`src/common/vread_defines.svh`:
```
`ifndef VREAD_DEFINES_SVH
`define VREAD_DEFINES_SVH

// bus side
`define VREAD_BUS_ADDR_W 32
`define VREAD_BUS_DATA_W 32

// output symbol is half a bus word
`define VREAD_OUT_W 16

// RAM word address whose MSB picks the ping-pong half
`define VREAD_ADDR_W 10

// generator counters
`define VREAD_PERIOD_W 8
`define VREAD_DELAY_W 6

// burst length
`define VREAD_LEN_W 8

`endif
```
`src/common/vread_pkg.sv`:
```
`default_nettype none

`include "vread_defines.svh"

package vread_pkg;

   // bus side
   typedef logic [`VREAD_BUS_ADDR_W-1:0] bus_addr_t;
   typedef logic [`VREAD_BUS_DATA_W-1:0] bus_data_t;

   // output stream
   typedef logic [`VREAD_OUT_W-1:0] out_data_t;

   // local RAM and generator addresses
   typedef logic [`VREAD_ADDR_W-1:0] mem_addr_t;

   // generator counts
   typedef logic [`VREAD_PERIOD_W-1:0] period_t;
   typedef logic [`VREAD_DELAY_W-1:0] delay_t;

   typedef logic [`VREAD_LEN_W-1:0] len_t;

   // address generator FSM
   typedef enum logic [1:0] {
      AG_IDLE,
      AG_DELAY,
      AG_RUN
   } ag_state_e;

endpackage

`default_nettype wire

```
`src/common/addr_gen_cfg_if.sv`:
```
`timescale 1ns/1ps
`default_nettype none

interface addr_gen_cfg_if import vread_pkg::*; ();

   mem_addr_t start;
   mem_addr_t incr;
   mem_addr_t shift;
   mem_addr_t iterations;
   period_t   period;
   period_t   duty;
   delay_t    delay;

   modport src (
      output start, incr, shift, iterations, period, duty, delay
   );

   // generator side only reads
   modport sink (
      input start, incr, shift, iterations, period, duty, delay
   );

endinterface

`default_nettype wire

```
`src/vread/vread.sv`:
```
`timescale 1ns/1ps
`default_nettype none

`include "vread_defines.svh"

module vread import vread_pkg::*; (
   input  logic      clk,
   input  logic      rst,
   input  logic      run_i,
   output logic      done_o,

   output logic      bus_valid_o,
   input  logic      bus_ready_i,
   output bus_addr_t bus_addr_o,
   output len_t      bus_len_o,
   input  bus_data_t bus_rdata_i,
   input  logic      bus_last_i,

   input  bus_addr_t ext_addr_i,
   input  len_t      read_len_i,
   input  logic      read_enable_i,
   input  logic      pingpong_i,

   input  period_t   read_per_i,
   input  period_t   read_duty_i,
   input  mem_addr_t read_incr_i,
   input  mem_addr_t read_shift_i,
   input  mem_addr_t read_iter_i,

   input  mem_addr_t out_start_i,
   input  mem_addr_t out_incr_i,
   input  mem_addr_t out_shift_i,
   input  mem_addr_t out_iter_i,
   input  period_t   out_per_i,
   input  period_t   out_duty_i,
   input  delay_t    out_delay_i,

   output logic      wr_en_o,
   output mem_addr_t wr_addr_o,
   output bus_data_t wr_data_o,

   output logic      rd_en_o,
   output mem_addr_t rd_addr_o,
   input  bus_data_t rd_data_i,

   output out_data_t out_o,
   output logic      out_valid_o
);

   localparam int MSB = `VREAD_ADDR_W - 1;

   logic      done_read_q;
   logic      done_out_q;
   logic      pp_state_q;
   logic      beat;
   logic      data_ready;

   logic      rgen_valid;
   logic      rgen_ready;
   mem_addr_t rgen_addr;
   mem_addr_t wgen_addr;

   logic      ogen_valid;
   logic      ogen_done;
   mem_addr_t sym_addr;
   logic      sel_q;
   logic      out_valid_q;

   addr_gen_cfg_if u_read_cfg ();
   addr_gen_cfg_if u_out_cfg ();

   assign beat   = bus_valid_o && bus_ready_i;
   assign done_o = done_read_q && done_out_q;

   always_ff @(posedge clk or posedge rst) begin
      if (rst) begin
         done_read_q <= 1'b1;
         done_out_q  <= 1'b1;
         pp_state_q  <= 1'b0;
         bus_addr_o  <= '0;
      end else if (run_i) begin
         done_read_q <= !read_enable_i;
         done_out_q  <= 1'b0;
         pp_state_q  <= pingpong_i ? !pp_state_q : 1'b0;
         if (read_enable_i) begin
            bus_addr_o <= ext_addr_i;
         end
      end else begin
         if (beat && bus_last_i) begin
            done_read_q <= 1'b1;
         end
         if (ogen_done) begin
            done_out_q <= 1'b1;
         end
      end
   end

   // read side walks from 0 with no delay
   assign u_read_cfg.start      = '0;
   assign u_read_cfg.incr       = read_incr_i;
   assign u_read_cfg.shift      = read_shift_i;
   assign u_read_cfg.iterations = read_iter_i;
   assign u_read_cfg.period     = read_per_i;
   assign u_read_cfg.duty       = read_duty_i;
   assign u_read_cfg.delay      = '0;

   address_gen u_read_gen (
      .clk     (clk),
      .rst     (rst),
      .run_i   (run_i && read_enable_i),
      .cfg     (u_read_cfg.sink),
      .valid_o (rgen_valid),
      .ready_i (rgen_ready),
      .addr_o  (rgen_addr),
      .done_o  ()
   );

   // writes land in the half not being output
   assign wgen_addr = {pingpong_i ? !pp_state_q : rgen_addr[MSB], rgen_addr[MSB-1:0]};

   memory_writer u_writer (
      .clk          (clk),
      .rst          (rst),
      .gen_valid_i  (rgen_valid),
      .gen_ready_o  (rgen_ready),
      .gen_addr_i   (wgen_addr),
      .data_valid_i (beat),
      .data_ready_o (data_ready),
      .data_i       (bus_rdata_i),
      .wr_en_o      (wr_en_o),
      .wr_addr_o    (wr_addr_o),
      .wr_data_o    (wr_data_o)
   );

   assign bus_valid_o = data_ready && !done_read_q;
   assign bus_len_o   = read_len_i;

   assign u_out_cfg.start      = out_start_i;
   assign u_out_cfg.incr       = out_incr_i;
   assign u_out_cfg.shift      = out_shift_i;
   assign u_out_cfg.iterations = out_iter_i;
   assign u_out_cfg.period     = out_per_i;
   assign u_out_cfg.duty       = out_duty_i;
   assign u_out_cfg.delay      = out_delay_i;

   address_gen u_out_gen (
      .clk     (clk),
      .rst     (rst),
      .run_i   (run_i),
      .cfg     (u_out_cfg.sink),
      .valid_o (ogen_valid),
      .ready_i (1'b1),
      .addr_o  (sym_addr),
      .done_o  (ogen_done)
   );

   // two symbols per RAM word
   assign rd_en_o   = ogen_valid;
   assign rd_addr_o = {pingpong_i && pp_state_q, 1'b0, sym_addr[MSB-1:1]};

   always_ff @(posedge clk or posedge rst) begin
      if (rst) begin
         out_valid_q <= 1'b0;
      end else begin
         out_valid_q <= ogen_valid;
      end
   end

   // lines up with the RAM read latency
   always_ff @(posedge clk) begin
      sel_q <= sym_addr[0];
   end

   assign out_o = sel_q ? rd_data_i[2*`VREAD_OUT_W-1:`VREAD_OUT_W]
                        : rd_data_i[`VREAD_OUT_W-1:0];
   assign out_valid_o = out_valid_q;

endmodule

`default_nettype wire

```
`src/vread/memory_writer.sv`:
```
`timescale 1ns/1ps
`default_nettype none

module memory_writer import vread_pkg::*; (
   input  logic      clk,
   input  logic      rst,

   input  logic      gen_valid_i,
   output logic      gen_ready_o,
   input  mem_addr_t gen_addr_i,

   input  logic      data_valid_i,
   output logic      data_ready_o,
   input  bus_data_t data_i,

   output logic      wr_en_o,
   output mem_addr_t wr_addr_o,
   output bus_data_t wr_data_o
);

   logic      full_q;
   mem_addr_t addr_q;
   logic      write;

   // a beat only counts while an address is held
   assign data_ready_o = full_q;
   assign write        = data_valid_i && full_q;

   // slot frees on a write and may refill in the same cycle
   assign gen_ready_o = !full_q || write;

   assign wr_en_o   = write;
   assign wr_addr_o = addr_q;
   assign wr_data_o = data_i;

   always_ff @(posedge clk or posedge rst) begin
      if (rst) begin
         full_q <= 1'b0;
      end else if (gen_ready_o) begin
         full_q <= gen_valid_i;
      end
   end

   always_ff @(posedge clk) begin
      if (gen_ready_o && gen_valid_i) begin
         addr_q <= gen_addr_i;
      end
   end

endmodule

`default_nettype wire

```
`src/vread/address_gen.sv`:
```
`timescale 1ns/1ps
`default_nettype none

module address_gen import vread_pkg::*; (
   input  logic         clk,
   input  logic         rst,
   input  logic         run_i,
   addr_gen_cfg_if.sink cfg,
   output logic         valid_o,
   input  logic         ready_i,
   output mem_addr_t    addr_o,
   output logic         done_o
);

   ag_state_e state_q;

   // latched configuration
   mem_addr_t incr_q;
   mem_addr_t shift_q;
   mem_addr_t iter_q;
   period_t   period_q;
   period_t   duty_q;

   // walk state
   mem_addr_t iter_cnt;
   period_t   per_cnt;
   delay_t    delay_cnt;
   mem_addr_t addr_q;
   mem_addr_t base_q;

   logic empty;
   logic in_duty;
   logic advance;
   logic per_last;
   logic iter_last;

   assign empty     = (iter_q == '0);
   assign in_duty   = (per_cnt < duty_q);
   assign per_last  = (period_q == '0) || (per_cnt == period_q - period_t'(1));
   assign iter_last = (iter_cnt == iter_q - mem_addr_t'(1));

   // off-duty steps pass one per cycle, duty steps wait for ready
   assign valid_o = (state_q == AG_RUN) && !empty && in_duty;
   assign advance = (state_q == AG_RUN) && !empty && (!in_duty || ready_i);
   assign addr_o  = addr_q;

   // a run restarts the walk even during trailing off-duty steps
   always_ff @(posedge clk or posedge rst) begin
      if (rst) begin
         state_q <= AG_IDLE;
         done_o  <= 1'b1;
      end else if (run_i) begin
         done_o  <= 1'b0;
         state_q <= (cfg.delay == '0) ? AG_RUN : AG_DELAY;
      end else begin
         case (state_q)
            AG_DELAY: begin
               if (delay_cnt == delay_t'(1)) begin
                  state_q <= AG_RUN;
               end
            end
            AG_RUN: begin
               if (empty || (advance && per_last && iter_last)) begin
                  state_q <= AG_IDLE;
                  done_o  <= 1'b1;
               end
            end
            default: state_q <= AG_IDLE;
         endcase
      end
   end

   always_ff @(posedge clk) begin
      if (run_i) begin
         incr_q    <= cfg.incr;
         shift_q   <= cfg.shift;
         iter_q    <= cfg.iterations;
         period_q  <= cfg.period;
         duty_q    <= cfg.duty;
         delay_cnt <= cfg.delay;
         addr_q    <= cfg.start;
         base_q    <= cfg.start;
         iter_cnt  <= '0;
         per_cnt   <= '0;
      end else if (state_q == AG_DELAY) begin
         delay_cnt <= delay_cnt - delay_t'(1);
      end else if (advance) begin
         if (per_last) begin
            // next iteration restarts from the shifted base
            per_cnt  <= '0;
            iter_cnt <= iter_cnt + mem_addr_t'(1);
            base_q   <= base_q + shift_q;
            addr_q   <= base_q + shift_q;
         end else begin
            per_cnt <= per_cnt + period_t'(1);
            addr_q  <= addr_q + incr_q;
         end
      end
   end

endmodule

`default_nettype wire

```
`config.mk`:
```
export PLATFORM = sky130hd
export DESIGN_NAME = vread
export DESIGN_NICKNAME = d
export VERILOG_FILES = /design/src/common/vread_pkg.sv /design/src/common/addr_gen_cfg_if.sv /design/src/vread/vread.sv /design/src/vread/memory_writer.sv /design/src/vread/address_gen.sv
export VERILOG_INCLUDE_DIRS = /design/src /design/src/common
export SDC_FILE = /design/constraint.sdc
export NUM_CORES = 1
export LEC_CHECK = 0
export BUFFER_PORTS_ARGS = -buffer_cell sky130_fd_sc_hd__buf_4
export CAP_MARGIN = 15
export CORE_AREA = 5 5 163 165
export DETAILED_ROUTE_END_ITERATION = 7
export DIE_AREA = 0 0 168 170
export PLACE_DENSITY = 0.86
export SLEW_MARGIN = 5
export SYNTH_ARGS = -nofsm -noshare
export SYNTH_HDL_FRONTEND = slang
export SYNTH_SLANG_ARGS = --single-unit
export TNS_END_PERCENT = 20
```
`constraint.sdc`:
```
create_clock -name clk -period 3.15 [get_ports clk]
set_input_delay 0.63 -clock clk [delete_from_list [all_inputs] [get_ports clk]]
set_output_delay 0.63 -clock clk [all_outputs]
set_load 0.01 [all_outputs]
```
==> results of run 1 <==
report_power, final:
| group | switching [mW] | leakage, nW | internal (mW) |
|---|---|---|---|
| registers | 0.213 | 2.16 | 3.39 |
| clock network | 1.13 | 0.398 | 1.69 |
| logic | 0.812 | 3.67 | 0.843 |
| total | 2.16 | 6.22 | 5.92 |
worst register-to-register path: cells and delay by family, from the launching register on:
family / cells / cell delay [ns]
adders and majority gates: 1 / 0.29
xor gates and xnor gates: 1 / 0.12
buffers and inverters: 2 / 0.35
AOI/OAI and AO/OA: 3 / 0.60
DFF: 1 / 0.43
muxes: 1 / 0.39
and+or+nand+nor: 2 / 0.67
sequential cells by signal, indices dropped and copies added (netlist names), 10 cells and up:
signal / count
u_read_gen.base_q: 10
u_read_gen.incr_q: 10
u_read_gen.iter_cnt: 10
bus_addr_o: 32
u_out_gen.iter_cnt: 10
u_read_gen.addr_o: 10
u_read_gen.iter_q: 10
u_out_gen.iter_q: 10
u_read_gen.shift_q: 10
u_writer.wr_addr_o: 10
cells in the final DEF, fill, tap and decap left out, types with 4 or more instances in the layout:
master,netlist,final
a31oi_1,9,9
nand2_1,168,167
buf_4,49,267
mux2_2,28,28
a211oi_1,12,10
nand2b_1,15,14
a21oi_1,44,44
or3_1,12,12
or2_2,4,4
xor2_1,33,33
dfrtp_1,38,38
nand3b_1,4,4
xnor2_1,59,59
clkbuf_1,34,8
o21ai_0,58,58
o31ai_1,6,6
o41ai_1,6,6
edfxtp_1,124,124
inv_1,51,50
nor2b_1,16,16
a21o_1,11,11
nor3_1,29,27
nand3_1,25,25
or4_1,9,9
and3_1,5,5
nor2_1,66,65
clkinv_2,0,6
fa_1,4,4
o211ai_1,8,8
ha_1,60,59
nor4_1,15,15
mux2i_1,19,19
o21a_1,4,4
dfxtp_1,57,55
nand4_1,11,11
clkbuf_16,0,27
area by class of cell:
type,instances,area share [%]
sequential,222,40.3
multi-input combinational,780,35.9
timing repair buffer,270,14.1
clock buffer,37,5.01
tap,330,2.82
inverter,52,1.34
clock inverter,9,0.488
antenna,1,0.0171
per-stage QoR:
| stage | util (%) | area [um2] | hold slack (ns) | setup WS, ns |
|---|---|---|---|---|
| 2_1_floorplan | - | 11800 | 0.355 | 0.130 |
| 3_3_place_gp | 55.3 | 13800 | 0.358 | 0.167 |
| 3_5_place_dp | 55.3 | 13800 | 0.372 | 0.0546 |
| 4_1_cts | 58.6 | 14600 | 0.262 | -0.0141 |
| 5_1_grt | 58.8 | 14600 | 0.254 | 0.0162 |
| 6_report | 58.8 | 14600 | 0.284 | 0.129 |
logic make-up after synthesis:
group           count (synthesis)  share of synthesized area, %
simple gates                  395                          16.2
mux                            47                          4.29
compound gates                181                          9.58
xor+xnor                       92                          6.84
fa+ha+maj                      64                          7.05
other cells                     1                        0.0318
buf+inv                       137                          6.00
flops                         222                          50.0
worst paths after layout:
kind	startpoint	end	slack, ns	depth (start not counted)
setup reg to reg	u_read_gen.period_q[0]	u_read_gen.addr_o[1]	0.22	10
min in group asynchronous	rst	bus_addr_o[27]	0.35	2
hold / removal	out_duty_i[2]	u_out_gen.duty_q[2]	0.28	1
setup / recovery	u_out_gen.iter_q[1]	rd_en_o	0.13	8
max in group asynchronous	rst	bus_addr_o[18]	2.17	2
hold reg to reg	u_out_gen.addr_o[0]	sel_q	0.38	0
routing by layer:
layer	wire, um	up-vias
met4	860	4
li1	-	4420
met3	2200	73
met5	34	-
met1	11200	4251
met2	14300	303
what timing repair did:
item,4_1_cts,5_1_grt
resized for setup,5,7
setup buffers,1,0
pin swaps,0,2
gates cloned,0,0
endpoints found under the setup margin,2,3
hold buffers,0,0
==> impl_metrics.tcl, run 1 <==
set metrics [dict create \
    finish.net_count 1634 \
    drt_iter0_drc 477 \
    numPortBuffers 247 \
    drive_above_1_share_pct 26.7 \
    use_met3_pct 4.97 \
    hold_path.class "in -> reg" \
    fp.dieW_um 168 \
    min_period_over_period_pct 95.9 \
    synthCells 1139 \
    fillers 2013 \
    clock_latency_ns 0.52 \
    grt_pass1_vias 9113 \
    path_delay_family "simple AND/OR/NAND/NOR gates" \
    io_pins 332 \
    area_growth_pct 24.2 \
    synth_top_area_share_pct 31.6 \
    setup_viol 0 \
    critical_path_buf_inv_count 2 \
    clkTransAtPathRegs_ns 0.06 \
    synth_nets 1422 \
    max-cap-violations 0 \
    powerDensity_mw_per_mm2 552 \
    synth.ff_latch_count 222 \
    synth_top_area_cell "edfxtp_1" \
    chipHeight_um 170 \
    wl_per_cell_um 16.8 \
    finalHoldViolCount 0 \
    clockBufferDepth 3 \
    busiest_layer "met2" \
    synth_area_leaders "edfxtp_1 32%, dfxtp_1 9.7%, dfrtp_1 8.1%" \
    synth_area_mm2 0.0118 \
    finalPower_mw 8.08 \
    max_stage_delay_ns 0.48 \
    numCtsBuffers 25 \
    track_usage_pct 19.2 \
    wirelength_mm 28.7 \
    initial_utilization_pct 47.3 \
    viasPerCell 5.32 \
    slowest_stage "or4b_4" \
    seq_area_frac_synth_pct 50.0 \
    cts-root-buf "clkbuf_16" \
    core-area_mm2 0.0249 \
    worst-slew-pin-transition_ns 0.993 \
    endpoint_kind "output port" \
    ant_nets 0 \
    async_flop_share_pct 18.5 \
    synth_ff_type "edfxtp_1" \
    grt.met2_usage_pct 34.1 \
    cp-start-kind "flip-flop" \
    vias 9051 \
    status "completed" \
    grt_overflow 0 \
    rsz0062_at_grt "false" \
    grt_pass1_wl_mm 45.4 \
    slew_headroom_pct 33.7 \
    final_cells 1701 \
    worstSetupPathType "reg -> out" \
    multi_input_area_mm2 0.00525 \
    clock.fmax_mhz 331 \
    synth.most_common_cell "nand2_1" \
    antenna_found_initial 2 \
    drc_errors 0 \
    h-tree-depth 1 \
    max-vdd-ir-drop_uv 459 \
    met1_usage_pct 22.9 \
    netlist_top_cells_count "168 x nand2_1, 124 x edfxtp_1, 66 x nor2_1, 60 x ha_1, 59 x xnor2_1" \
    cts_tree "done" \
    seq_area_mm2 0.00590 \
    gp_congestion 0.876 \
    ys_types 64 \
    finalCriticalPeriod_ns 3.02 \
    syn_avg_cell_area_um2 10.3 \
    crit_chain "inv_1 -> ha_4 -> or4b_4 -> nor3_4 -> nand2b_4 -> nor2_1 -> o21a_1 -> buf_4" \
    hpwl_mm 21.6 \
    grt_start_max_net_pins 54 \
    synth_warnings 0 \
    placementRows 58 \
    firstDrtPassIters 5 \
    dp.cells 1653 \
    critPathRequiredTime_ns 2.52 \
    clkSinkCount 222 \
    finClkSkew_ns 0.0164 \
    dieArea_mm2 0.0286 \
    arrival_ns 2.39 \
    path_max_fanout 6 \
    drv_slew 0 \
    fin_setup_tns_ns 0 \
    p_leak_nw 6.22 \
    synth-edff-count 124 \
]
Note: power is estimated with default switching activity, not from simulation.
==> run 2: changes to the inputs <==
- CELL_PAD_IN_SITES_DETAIL_PLACEMENT: default -> 0
- CELL_PAD_IN_SITES_GLOBAL_PLACEMENT: default -> 1
- CORE_AREA: 5 5 163 165 -> 5 5 178 180
- DIE_AREA: 0 0 168 170 -> 0 0 183 185
- PLACE_DENSITY: 0.86 -> 0.92
==> impl_metrics.tcl, run 2 (synthesized netlist as in run 1, its figures left out) <==
set metrics [dict create \
    drv_slew 0 \
    chipHeight_um 185 \
    grt.met2_usage_pct 27.8 \
    worst_hold_slack_ns 0.170 \
    comb_power_share_pct 20.5 \
    min_period_over_period_pct 98.5 \
    gp_congestion 0.815 \
    viasPerCell 5.08 \
    critPathRequiredTime_ns 2.52 \
    crit_path_start "u_out_gen.iter_q[1]" \
    area_growth_pct 25.0 \
    slowest_stage "or4b_2" \
    worstReg2RegStart "u_read_gen.period_q[0]" \
    h-tree-depth 1 \
    cts_tree "done" \
    max_stage_delay_ns 0.59 \
    use_met3_pct 3.08 \
    firstDrtPassIters 5 \
    arrival_ns 2.47 \
    drive_above_1_share_pct 27.2 \
    initial_utilization_pct 39.2 \
    pwr-share-clk_pct 34.9 \
    status "completed" \
    finClkSkew_ns 0.0163 \
    fin_setup_tns_ns 0 \
    p_int_mw 5.87 \
    swShare_pct 27.0 \
    clock_latency_ns 0.52 \
    cp-start-kind "flip-flop" \
    antenna_cells 0 \
    wirelength_mm 28.4 \
    clkTransAtPathRegs_ns 0.06 \
    slew_headroom_pct 52.3 \
    clockBufferDepth 3 \
    finalCriticalPeriod_ns 3.10 \
    worstSetupPathType "reg -> out" \
    vias 9007 \
    clock.fmax_mhz 322 \
    hold_buffers 0 \
    pre_cts_ws_ns 0.0648 \
    cts-root-buf "clkbuf_16" \
    grt_pass1_wl_mm 44.0 \
    setup_viol 0 \
    seq_power_share_pct 44.6 \
    max-cap-violations 0 \
    regMostFlops "bus_addr_o" \
    worst-slew-pin-transition_ns 0.714 \
    grt_start_max_net_pins 50 \
    finish.net_count 1641 \
    io_pins 332 \
    numPortBuffers 247 \
    numCtsBuffers 27 \
    endpoint_kind "output port" \
    finalHoldViolCount 0 \
    ant_nets 0 \
    finalPower_mw 8.05 \
    p_leak_nw 6.21 \
    rsz0062_at_grt "true" \
    reg2reg_slack_ns 0.26 \
    path_max_fanout 3 \
    antenna_found_initial 0 \
    layout_commonest_cell "buf_4" \
    fin_util_pct 49.0 \
    fp.dieW_um 183 \
    drc_errors 0 \
    powerDensity_mw_per_mm2 547 \
    busiest_layer "met2" \
    placementRows 64 \
    largest_register_ffs 32 \
    hpwl_mm 21.2 \
    grt_pass1_vias 8762 \
    dieArea_mm2 0.0339 \
    crit_chain "inv_2 -> ha_4 -> or4b_2 -> nor3_2 -> buf_4 -> nand2b_4 -> nor2_1 -> o21a_1 -> buf_4" \
    grt_overflow 0 \
    setup_ws_ns 0.0467 \
    wl_per_cell_um 16.0 \
    max-vdd-ir-drop_uv 391 \
    timing.critical_path.mode_cell "buf_4" \
    p_sw_mw 2.18 \
    hold_path.class "in -> async" \
    clkSinkCount 222 \
    core-area_mm2 0.0300 \
    drt_iter0_drc 460 \
    mostFrequentLayoutCells "274 x buf_4, 167 x nand2_1, 124 x edfxtp_1" \
    track_usage_pct 15.7 \
    met1_usage_pct 19.7 \
]
==> run 2: cell count changes in the layout (fill, tap and decap cells not counted), moves of 2 or more <==
cell,delta
inv_1,-2
inv_4,+2
inv_2,+2
buf_12,-2
buf_4,+7
==> run 2: power by group through the flow <==
stage          Clock, mW  Combinational [mW]  Sequential, mW
6_report            2.81                1.65            3.59
2_1_floorplan          0                1.10            3.61
4_1_cts             2.89                1.66            3.59
5_1_grt             3.01                1.84            3.62
3_3_place_gp           0                1.58            3.64
3_5_place_dp           0                1.64            3.65
==> run 2: worst max-delay path, delay by kind of cell (launching register included) <==
| family | cells | cell delay [ns] |
|---|---|---|
| buf+inv | 3 | 0.40 |
| flops | 1 | 0.42 |
| fa+ha+maj | 1 | 0.13 |
| compound gates | 1 | 0.12 |
| simple gates | 4 | 0.87 |
==> run 2: cell type report <==
cell class,count,area [um2]
fillers,2708,15300
flip-flops and latches,222,5900
multi-input cells,780,5250
repair buffers,275,2080
clock buffers,39,751
well taps,396,495
inverters,52,198
clock inverters,10,50.0
==> run 2: final timing paths <==
check | endpoint | depth (start not counted)
worst min-delay path | bus_addr_o[0] | 2
max in group asynchronous | bus_addr_o[28] | 3
worst min register to register | sel_q | 0
worst max register to register | u_read_gen.per_cnt[3] | 9
min in group clk | u_out_gen.duty_q[0] | 1
worst max-delay path | rd_en_o | 9
==> run 2: per-layer routing <==
metal	vias up	wire length [um]
li1	4428	-
met1	4240	11700
met2	285	14100
met3	54	1870
met4	0	715
met5	-	0
==> run 2: metrics by stage <==
stage               std cells  area (um2)
finish                   1774       14700
global route             1774       14700
CTS                      1774       14700
detailed placement       1723       13800
global placement         1723       13800
floorplan                1139       11800
==> run 2: repair_timing <==
item | in CTS | in global routing
pin swaps | 1 | 0
buffers inserted | 2 | 0
setup endpoints to repair | 1 | 36
resized for setup | 7 | 7
